`config.mk`:
```
export PLATFORM = sky130hd
export DESIGN_NAME = eeprom_ctrl_top
export DESIGN_NICKNAME = d
export VERILOG_FILES = /design/src/eeprom_pkg.sv /design/src/eeprom_cmd_decode.sv /design/src/eeprom_ctrl_top.sv /design/src/eeprom_result.sv /design/src/i2c_byte_engine.sv
export SDC_FILE = /design/constraint.sdc
export NUM_CORES = 1
export LEC_CHECK = 0
export ABC_AREA = 1
export BUFFER_PORTS_ARGS = -buffer_cell sky130_fd_sc_hd__clkbuf_2
export CAP_MARGIN = 20
export CORE_UTILIZATION = 50
export CTS_BUF_LIST = sky130_fd_sc_hd__clkbuf_4 sky130_fd_sc_hd__clkbuf_8
export CTS_CLUSTER_DIAMETER = 100
export DETAILED_ROUTE_END_ITERATION = 12
export PLACE_DENSITY = 0.84
export SYNTH_ARGS = -nofsm -noshare
export SYNTH_HDL_FRONTEND = slang
export SYNTH_SLANG_ARGS = --single-unit
```
`constraint.sdc`:
```
create_clock -name CLK -period 1.4 [get_ports CLK]
set_input_delay 0.07 -clock CLK [delete_from_list [all_inputs] [get_ports CLK]]
set_output_delay 0.07 -clock CLK [all_outputs]
set_load 0.1 [all_outputs]
```
`src/eeprom_pkg.sv`:
```
`default_nettype none

package eeprom_pkg;

    // bus operations handed from the decoder to the byte engine
    typedef enum logic [1:0] {
        OP_START = 2'd0,  // start or repeated start
        OP_WRITE = 2'd1,  // byte out, ack in
        OP_READ  = 2'd2,  // byte in, nack out
        OP_STOP  = 2'd3
    } op_kind_t;

    // control byte fields, msb first on the wire
    typedef struct packed {
        logic [3:0] dev;    // device type code
        logic [2:0] block;  // upper address bits
        logic       rd;     // 1 = read
    } ctrl_fields_t;

    // built by field, shifted as a raw byte
    typedef union packed {
        logic [7:0]   raw;
        ctrl_fields_t f;
    } ctrl_byte_t;

    localparam logic [3:0] DEVICE_CODE = 4'b1010;

    // 2 KB part
    localparam int ADDR_W = 11;

endpackage

`default_nettype wire

```
`src/eeprom_cmd_decode.sv`:
```
`timescale 1ns/1ps
`default_nettype none

module eeprom_cmd_decode (
    input  logic                           CLK,
    input  logic                           RESET,
    input  logic                           req_valid,
    output logic                           req_ready,
    input  logic                           req_write,
    input  logic [eeprom_pkg::ADDR_W-1:0]  req_addr,
    input  logic [7:0]                     req_wdata,
    output logic                           op_valid,
    input  logic                           op_ready,
    output eeprom_pkg::op_kind_t           op_kind,
    output logic [7:0]                     op_byte,
    input  logic                           txn_done
);

    logic                          wr_q;
    logic [eeprom_pkg::ADDR_W-1:0] addr_q;
    logic [7:0]                    wdata_q;
    logic [2:0]                    step;
    logic [2:0]                    last_step;
    eeprom_pkg::ctrl_byte_t        ctrl;

    assign last_step = wr_q ? 3'd4 : 3'd6;

    always_ff @(posedge CLK)
    begin
        if (RESET)
        begin
            req_ready <= 1'b1;
            op_valid  <= 1'b0;
            step      <= 3'd0;
        end
        else if (req_valid && req_ready)
        begin
            req_ready <= 1'b0;
            op_valid  <= 1'b1;
            step      <= 3'd0;
        end
        else if (op_valid && op_ready)
        begin
            if (step == last_step)
                op_valid <= 1'b0;  // sequence sent, wait for the response
            else
                step <= step + 3'd1;
        end
        else if (txn_done && !op_valid)
            req_ready <= 1'b1;
    end

    always_ff @(posedge CLK)
    begin
        if (req_valid && req_ready)
        begin
            wr_q    <= req_write;
            addr_q  <= req_addr;
            wdata_q <= req_wdata;
        end
    end

    // write: S ctrl addr data P
    // read:  S ctrl addr S ctrl+r rd P
    always_comb
    begin
        ctrl.f.dev   = eeprom_pkg::DEVICE_CODE;
        ctrl.f.block = addr_q[eeprom_pkg::ADDR_W-1 -: 3];
        ctrl.f.rd    = !wr_q && (step == 3'd4);
        op_byte      = ctrl.raw;
        case (step)
            3'd0: op_kind = eeprom_pkg::OP_START;
            3'd1: op_kind = eeprom_pkg::OP_WRITE;
            3'd2:
            begin
                op_kind = eeprom_pkg::OP_WRITE;
                op_byte = addr_q[7:0];
            end
            3'd3:
            begin
                op_kind = wr_q ? eeprom_pkg::OP_WRITE : eeprom_pkg::OP_START;
                op_byte = wdata_q;  // ignored for the repeated start
            end
            3'd4: op_kind = wr_q ? eeprom_pkg::OP_STOP : eeprom_pkg::OP_WRITE;
            3'd5: op_kind = eeprom_pkg::OP_READ;
            default: op_kind = eeprom_pkg::OP_STOP;
        endcase
    end

endmodule

`default_nettype wire

```
`src/eeprom_ctrl_top.sv`:
```
`timescale 1ns/1ps
`default_nettype none

module eeprom_ctrl_top #(
    parameter int CLK_DIV = 2
) (
    input  logic                          CLK,
    input  logic                          RESET,
    input  logic                          req_valid,
    output logic                          req_ready,
    input  logic                          req_write,
    input  logic [eeprom_pkg::ADDR_W-1:0] req_addr,
    input  logic [7:0]                    req_wdata,
    output logic                          rsp_valid,
    input  logic                          rsp_ready,
    output logic [7:0]                    rsp_rdata,
    output logic                          rsp_nack,
    output logic                          scl,
    output logic                          sda_oe,   // 1 pulls sda low
    input  logic                          sda_in
);

    logic                 op_valid;
    logic                 op_ready;
    eeprom_pkg::op_kind_t op_kind;
    logic [7:0]           op_byte;
    logic                 byte_done;
    logic                 byte_nack;
    logic                 rd_done;
    logic [7:0]           rd_byte;
    logic                 stop_done;
    logic                 txn_done;

    eeprom_cmd_decode i_decode (
        .CLK       (CLK),
        .RESET     (RESET),
        .req_valid (req_valid),
        .req_ready (req_ready),
        .req_write (req_write),
        .req_addr  (req_addr),
        .req_wdata (req_wdata),
        .op_valid  (op_valid),
        .op_ready  (op_ready),
        .op_kind   (op_kind),
        .op_byte   (op_byte),
        .txn_done  (txn_done)
    );

    i2c_byte_engine #(
        .CLK_DIV (CLK_DIV)
    ) i_engine (
        .CLK       (CLK),
        .RESET     (RESET),
        .op_valid  (op_valid),
        .op_ready  (op_ready),
        .op_kind   (op_kind),
        .op_byte   (op_byte),
        .scl       (scl),
        .sda_oe    (sda_oe),
        .sda_in    (sda_in),
        .byte_done (byte_done),
        .byte_nack (byte_nack),
        .rd_done   (rd_done),
        .rd_byte   (rd_byte),
        .stop_done (stop_done)
    );

    eeprom_result i_result (
        .CLK       (CLK),
        .RESET     (RESET),
        .byte_done (byte_done),
        .byte_nack (byte_nack),
        .rd_done   (rd_done),
        .rd_byte   (rd_byte),
        .stop_done (stop_done),
        .rsp_valid (rsp_valid),
        .rsp_ready (rsp_ready),
        .rsp_rdata (rsp_rdata),
        .rsp_nack  (rsp_nack),
        .txn_done  (txn_done)
    );

endmodule

`default_nettype wire

```
`src/eeprom_result.sv`:
```
`timescale 1ns/1ps
`default_nettype none

module eeprom_result (
    input  logic       CLK,
    input  logic       RESET,
    input  logic       byte_done,
    input  logic       byte_nack,
    input  logic       rd_done,
    input  logic [7:0] rd_byte,
    input  logic       stop_done,
    output logic       rsp_valid,
    input  logic       rsp_ready,
    output logic [7:0] rsp_rdata,
    output logic       rsp_nack,
    output logic       txn_done
);

    logic       nack_acc;
    logic [7:0] rdata_acc;

    assign txn_done  = rsp_valid && rsp_ready;
    assign rsp_rdata = rdata_acc;  // stays 0 on writes
    assign rsp_nack  = nack_acc;

    always_ff @(posedge CLK)
    begin
        if (RESET)
        begin
            rsp_valid <= 1'b0;
            nack_acc  <= 1'b0;
            rdata_acc <= 8'h00;
        end
        else if (txn_done)
        begin
            rsp_valid <= 1'b0;
            nack_acc  <= 1'b0;
            rdata_acc <= 8'h00;
        end
        else
        begin
            if (byte_done && byte_nack)
                nack_acc <= 1'b1;
            if (rd_done)
                rdata_acc <= rd_byte;
            if (stop_done)
                rsp_valid <= 1'b1;  // end of transaction
        end
    end

endmodule

`default_nettype wire

```
`src/i2c_byte_engine.sv`:
```
`timescale 1ns/1ps
`default_nettype none

module i2c_byte_engine #(
    parameter int CLK_DIV = 2  // CLK cycles per quarter scl period
) (
    input  logic                 CLK,
    input  logic                 RESET,
    input  logic                 op_valid,
    output logic                 op_ready,
    input  eeprom_pkg::op_kind_t op_kind,
    input  logic [7:0]           op_byte,
    output logic                 scl,
    output logic                 sda_oe,
    input  logic                 sda_in,
    output logic                 byte_done,
    output logic                 byte_nack,
    output logic                 rd_done,
    output logic [7:0]           rd_byte,
    output logic                 stop_done
);

    localparam int DIV_W = (CLK_DIV > 1) ? $clog2(CLK_DIV) : 1;

    logic                 busy;
    logic                 op_end;     // one cycle after the last quarter
    eeprom_pkg::op_kind_t kind_q;
    logic [DIV_W-1:0]     div_cnt;
    logic                 tick;
    logic [1:0]           q;          // quarter within the scl period
    logic [3:0]           bit_cnt;    // 8 = ack/nack slot
    logic [3:0]           last_bit;
    logic [7:0]           shreg;
    logic                 ack_q;
    logic                 scl_nx;
    logic                 oe_nx;

    assign op_ready = !busy;
    assign tick     = busy && !op_end && (div_cnt == DIV_W'(CLK_DIV - 1));
    assign last_bit = (kind_q == eeprom_pkg::OP_START || kind_q == eeprom_pkg::OP_STOP)
                      ? 4'd0 : 4'd8;

    assign byte_done = op_end && (kind_q == eeprom_pkg::OP_WRITE);
    assign rd_done   = op_end && (kind_q == eeprom_pkg::OP_READ);
    assign stop_done = op_end && (kind_q == eeprom_pkg::OP_STOP);
    assign byte_nack = ack_q;  // high level = no ack
    assign rd_byte   = shreg;

    // line levels for the current quarter
    always_comb
    begin
        scl_nx = (q == 2'd1) || (q == 2'd2);
        oe_nx  = 1'b0;
        case (kind_q)
            eeprom_pkg::OP_START: oe_nx = q[1];  // sda falls in q2 with scl high
            eeprom_pkg::OP_STOP:
            begin
                scl_nx = (q != 2'd0);
                oe_nx  = !q[1];  // sda released in q2 with scl high
            end
            eeprom_pkg::OP_WRITE: oe_nx = (bit_cnt != 4'd8) && !shreg[7];
            default: oe_nx = 1'b0;  // read bits and nack leave sda to the device
        endcase
    end

    always_ff @(posedge CLK)
    begin
        if (RESET)
        begin
            busy    <= 1'b0;
            op_end  <= 1'b0;
            scl     <= 1'b1;
            sda_oe  <= 1'b0;
            div_cnt <= '0;
            q       <= 2'd0;
            bit_cnt <= 4'd0;
        end
        else
        begin
            op_end <= 1'b0;
            if (!busy)
            begin
                if (op_valid)
                begin
                    busy    <= 1'b1;
                    div_cnt <= '0;
                    q       <= 2'd0;
                    bit_cnt <= 4'd0;
                end
            end
            else if (op_end)
                busy <= 1'b0;
            else
            begin
                scl    <= scl_nx;
                sda_oe <= oe_nx;
                if (tick)
                begin
                    div_cnt <= '0;
                    q       <= q + 2'd1;
                    if (q == 2'd3)
                    begin
                        if (bit_cnt == last_bit)
                            op_end <= 1'b1;
                        else
                            bit_cnt <= bit_cnt + 4'd1;
                    end
                end
                else
                    div_cnt <= div_cnt + DIV_W'(1);
            end
        end
    end

    // payload, no reset
    always_ff @(posedge CLK)
    begin
        if (!busy && op_valid)
        begin
            kind_q <= op_kind;
            shreg  <= op_byte;
        end
        else if (tick)
        begin
            if (q == 2'd2)  // scl high, sample point
            begin
                if (kind_q == eeprom_pkg::OP_READ && bit_cnt != 4'd8)
                    shreg <= {shreg[6:0], sda_in};
                if (kind_q == eeprom_pkg::OP_WRITE && bit_cnt == 4'd8)
                    ack_q <= sda_in;
            end
            if (q == 2'd3 && kind_q == eeprom_pkg::OP_WRITE && bit_cnt != 4'd8)
                shreg <= {shreg[6:0], 1'b0};  // next bit to msb
        end
    end

endmodule

`default_nettype wire

```
## Word-level counts from Yosys, hierarchy flattened

Index checks and enable logic that the tools add are counted.
W data, S select, Z words.

- Mux-type cells: 37
- Bitwise operators: 6
- Add/subtract/negate cells: 4
- Equality and inequality tests: 20
- Reductions and logical operators: 47

Operators with widths:

| cell | number |
|---|---|
| $mux W8 | 5 |
| $mux W4 | 7 |
| $logic_and A1 B1 Y1 | 16 |
| $mux W1 | 16 |
| $pmux W8 S2 | 1 |
| $mux W2 | 6 |
| $reduce_bool A2 Y1 | 6 |
| $ne A2 B2 Y1 const B | 5 |
| $pmux W2 S5 | 1 |
| $reduce_and A2 Y1 | 5 |
| $eq A2 B2 Y1 const B | 4 |
| $eq A3 B2 Y1 const B | 2 |
| $eq A3 B3 Y1 const B | 2 |
| $logic_not A1 Y1 | 6 |
| $not A1 Y1 | 6 |
| $reduce_and A3 Y1 | 2 |
| $reduce_bool A3 Y1 | 2 |
| $reduce_or A2 Y1 | 3 |
| $reduce_and A5 Y1 | 1 |
| $reduce_or A5 Y1 | 1 |
| $add A4 B1 Y4 const B | 1 |
| $eq A2 B1 Y1 const B | 2 |
| $eq A4 B4 Y1 | 1 |
| $eq A4 B4 Y1 const B | 1 |
| other kinds (11) | 12 |

- Input port bits: 25
- Output and inout bits: 13
- Logic and storage cells: 133
- Bits in registers: 57

## Longest topological paths before layout

- Depth in word-level cells: 9
- Depth in mapped cells: 10
- Depth with buffers taken out: 10

## By module

A second synthesis with hierarchy kept.

- Cells, all modules: 299
- Area, all modules: 2,737.6 µm²

Modules (own cells, without submodules):

| module | area each (µm²) | cells each | sequential area each (µm²) | instances |
|---|---|---|---|---|
| i2c_byte_engine | 1,214.9 | 147 | 550.5 | 1 |
| eeprom_cmd_decode | 1,108.6 | 108 | 700.7 | 1 |
| eeprom_result | 414.1 | 44 | 200.2 | 1 |

## Least setup slack after synthesis

Ideal clock, no wire load.

- Path kind: register to register
- Start: register i_decode.req_ready
- End: register i_decode.step[0]
- Setup time: 119 ps
- Path slack: -584 ps
- Data required time: 1,281 ps
- Arrival: 1,864 ps
- Cell stages (with the launch flop): 6
- Path buffers: 0
- Clock period less this slack: 1,984 ps
- Cell sequence: dfxtp_1 nand2_1 inv_1 nor2_1 o21ai_0 a21oi_1

- Cells in the longest elaborated chain, start to end: 2

Ends and longest elaborated chain:

| item | RTL line | text |
|---|---|---|
| from (decl) | eeprom_cmd_decode.sv:8 | `output logic req_ready,` |
| from (signal assigned) | eeprom_cmd_decode.sv:32 | `req_ready <= 1'b1;` |
| from (signal assigned) | eeprom_cmd_decode.sv:38 | `req_ready <= 1'b0;` |
| from (signal assigned) | eeprom_cmd_decode.sv:50 | `req_ready <= 1'b1;` |
| $logic_and A1 B1 Y1 | eeprom_cmd_decode.sv:36 | `else if (req_valid && req_ready)` |
| $reduce_or A2 Y1 (no line) | - |  |
| to (signal assigned) | eeprom_cmd_decode.sv:47 | `step <= step + 3'd1;` |
| to (decl) | eeprom_cmd_decode.sv:22 | `logic [2:0] step;` |

No other way between the ends.
A chain may end at the register's enable or synchronous reset.

## Final worst setup path

- Start: register i_engine.kind_q[1]
- End: register i_engine.bit_cnt[1]

- Cells in the longest elaborated chain, start to end: 6
- Elaborated cells on any way between the ends: 7
- Those cells by class: eq/ne (3); mux (1); reduce/logical (3)

Ends and longest elaborated chain:

| item | RTL line | text |
|---|---|---|
| from (decl) | i2c_byte_engine.sv:27 | `eeprom_pkg::op_kind_t kind_q;` |
| from (signal assigned) | i2c_byte_engine.sv:120 | `kind_q <= op_kind;` |
| $eq A2 B2 Y1 / $logic_not A2 Y1 (equally long branches) | i2c_byte_engine.sv:40 | `assign last_bit = (kind_q == eeprom_pkg::OP_START \|\| kind_q == eeprom_pkg::OP_STOP)` |
| $logic_or A1 B1 Y1 (*) | i2c_byte_engine.sv:40 |  |
| $mux W4 (*) | i2c_byte_engine.sv:41 | `? 4'd0 : 4'd8;` |
| $eq A4 B4 Y1 (*) | i2c_byte_engine.sv:103 | `if (bit_cnt == last_bit)` |
| $ne A2 B2 Y1 (no line) (*) | - |  |
| $reduce_and A5 Y1 (no line) (*) | - |  |
| to (signal assigned) | i2c_byte_engine.sv:106 | `bit_cnt <= bit_cnt + 4'd1;` |
| to (decl) | i2c_byte_engine.sv:31 | `logic [3:0] bit_cnt;` |

Mark *: on every way between the ends. The rest lies on a longest branch, timed or not.

==> key figures <==
Status
  • Outcome: finished, violations left
  • Failing checks: setup timing

Layout
  • Core Util, Final: about three quarters
  • Layout cells sized above 1: a little under 40%
  • Layout area overhead: 43.6%
  • Final nets: just over 400

STA
  • Clk_skew: 6.40 ps
  • Final Hold Fails: 0
  • Slew HR: 63.3%
  • Least-Margin Pin Slew: 553 ps
  • Final Max Tran Viols: 0
  • RSZ-0062 raised after global routing: true
  • Fin crit share: 108%
  • Setup violations, final: 17
  • Setup ws final: -113 ps
  • Fmax: about 660 MHz
  • Minimum clock period: 1510 ps

Routing
  • DR WL met2: 3960 um
  • Top Metal Used: met4
  • Metal1 wirelength: approximately 2700 um
  • Met3 routed WL: 582 um
  • Initial detailed-routing violation count: around 310
  • DRT Wirelength: 7510 um
  • Routed length per instance: 17.0 um
  • Via density: 5.50
  • DRC errors left: 0
  • Via count of the routed design: 2425
  • 1st-pass router iterations: 8
  • Remaining antenna violation count after routing: 0

Worst setup path
  • Crit path DAT: 1750 ps
  • CP Launch Point: i_engine.kind_q[1]$_DFFE_PP_
  • Crit path capture type: register
  • Crit path largest cell delay: ~430 ps
  • Slowest CP cell: edfxtp_1
  • Buffers & Inverters on Critical Path: 2
  • WS Path Type: register to register
  • CP Max Fanout: 3
  • RR Startpoint: i_engine.kind_q[1]$_DFFE_PP_
  • Delay-heaviest family, CP: simple AND/OR/NAND/NOR gates
  • CP Cell Sequence: inv_2 -> ha_4 -> inv_2 -> nand2_2 -> nand3_1 -> nand2_1 -> nand2_1 -> nand3_1 -> nand2_1 -> nor2_1
  • Startpoint Class: register
  • CP most frequent cell: nand2_1
  • Worst Path Required: 1640 ps

Logic synthesis
  • Post-synth EDFFs: 31
  • Syn nets: 314
  • Synth Register Bits: 57
  • Post-Syn Area: 2580 um2
  • Largest cells by area after synthesis: edfxtp_1, dfxtp_1, nand2_1
  • Yosys warning total: 0
  • Async SR Flop Fraction: 0%
  • Sequential area share after synthesis: 56.3%
  • Cell variety after synth: 26
  • Count leader, synth: nand2_1
  • Avg Cell Area, Syn: approximately 9.4 um2
  • Post-synth top area cell: edfxtp_1
  • Dominant synthesized flop cell: edfxtp_1
  • Cells after Synth: 274
  • Top cell type's share of synthesized area: between 30% and 40%
  • List of most frequent post-synthesis cells: nand2_1, inv_1, edfxtp_1

CTS
  • Worst-Skew Late Latency: between 300 and 400 ps
  • Clk slew on worst S/H paths: roughly 60 ps
  • Max clock buf depth: 2
  • CTS root buf: clkbuf_8
  • CTS tree: built
  • TritonCTS Buffers: 9
  • H-tree depth: 3
  • Clk sink count: 57

Global route
  • Vias in the first global route: 2274
  • First-pass GRT wire length: 10500 um
  • Antenna violations before repair: 1
  • GRT Total Usage: 27.1%
  • Remaining Overflow, GRT: 0
  • Largest net degree at the start of global routing: 21

Floorplan
  • Core area: roughly 4800 um2
  • Row count: 25
  • Die area: around 5400 um2
  • IO Pins: 38
  • Die Height: 73.8 um
  • Die X: between 70 and 80 um
  • Initial Util: 53.1%

Hold path
  • Hold Crit Class: input port to register
  • Min-delay src: RESET

Power and ir drop
  • P_leak: 1.54 nW
  • Worst vdd ir: 0.000846 V
  • P per Cell Area: 1150 nW/um2

Placed design
  • DP Wirelength: 3720 um
  • Port Buf Inserts: 37
  • Pre-CTS setup slack: -83.0 ps
  • Routability Congestion: 0.814

Run
  • Maximum Capacitance Violations: 0
worst paths after layout:
path | end | slack, ps | cells after the start
max | i_engine.bit_cnt[1]$_SDFFE_PP0P_ | -110 | 10
min | i_engine.bit_cnt[2]$_SDFFE_PP0P_ | 20 | 2
max reg2reg | i_engine.bit_cnt[1]$_SDFFE_PP0P_ | -110 | 10
min reg2reg | i_result.rsp_nack$_SDFFE_PP0P_ | 450 | 2
logic make-up (layout without fill, tap and decap cells):
group / after synthesis / in the layout / share of synthesized area [%]
flops: 57 / 57 / 56.3
buf+inv: 42 / 140 / 6.85
compound gates: 49 / 49 / 10.1
other cells: 0 / 2 / 0
simple gates: 111 / 111 / 19.4
fa+ha+maj: 15 / 15 / 7.29
layout by cell type, fill, tap and decap left out, drive strengths merged:
master / count
dlygate4sd3: 21
nor4: 1
nand2: 67
ha: 15
dfxtp: 26
a31oi: 2
nand4: 3
inv: 35
buf: 26
a21oi: 29
nor3: 3
a211oi: 1
clkbuf: 46
nor2: 19
clkinv: 7
o2111ai: 1
o211ai: 1
diode: 2
clkinvlp: 3
bufinv: 2
edfxtp: 31
o21ai: 15
nand3: 18
registers in the layout, summed over array words and instances, names as in the netlist, 2 cells and up:
| name | count |
|---|---|
| i_decode.addr_q | 11 |
| i_decode.step | 3 |
| i_decode.wdata_q | 8 |
| i_engine.bit_cnt | 4 |
| i_engine.kind_q | 2 |
| i_engine.q | 2 |
| i_engine.rd_byte | 8 |
| i_result.rsp_rdata | 8 |
per-layer routing:
| metal | vias to the layer above | GRT usage, % |
|---|---|---|
| li1 | 1101 | - |
| met2 | 157 | 47.5 |
| met5 | - | 0 |
| met1 | 1139 | 29.8 |
| met4 | 0 | 15.0 |
| met3 | 28 | 7.13 |
power by group:
group	internal (W)	switching [W]
clock network	0.000983	0.000682
logic	0.000275	0.000418
registers	0.00186	0.0000527
what timing repair did:
item | in CTS | in global routing
setup buffers | 3 | 4
pin swaps | 6 | 11
setup endpoints to repair | 24 | 32
hold endpoints to repair | 21 | 0
gates resized for setup | 23 | 48
gates cloned | 0 | 1
hold buffers | 21 | 0
layout make-up:
type                       instances  area (um2)
clock inverter                     7        85.1
fill                             266        1150
timing repair inverter             1        7.51
sequential                        57        1470
clock buffer                       9         124
antenna                            2        5.00
timing repair buffer              84         622
multi-input combinational        175        1140
inverter                          39         164
tap                               67        83.8
metrics by stage:
step	cells	hold WS [ps]	total power, W	cell area [um2]	setup TNS (ps)
after floorplan	274	139	0.00226	2590	-15.6
after global placement	394	247	0.00240	2990	-195
after detailed placement	394	249	0.00242	2990	-884
after CTS	434	0.985	0.00414	3500	-114
after global routing	441	24.3	0.00438	3700	-2150
final	441	22.4	0.00427	3700	-971
Power figures use the tool's default switching activity.
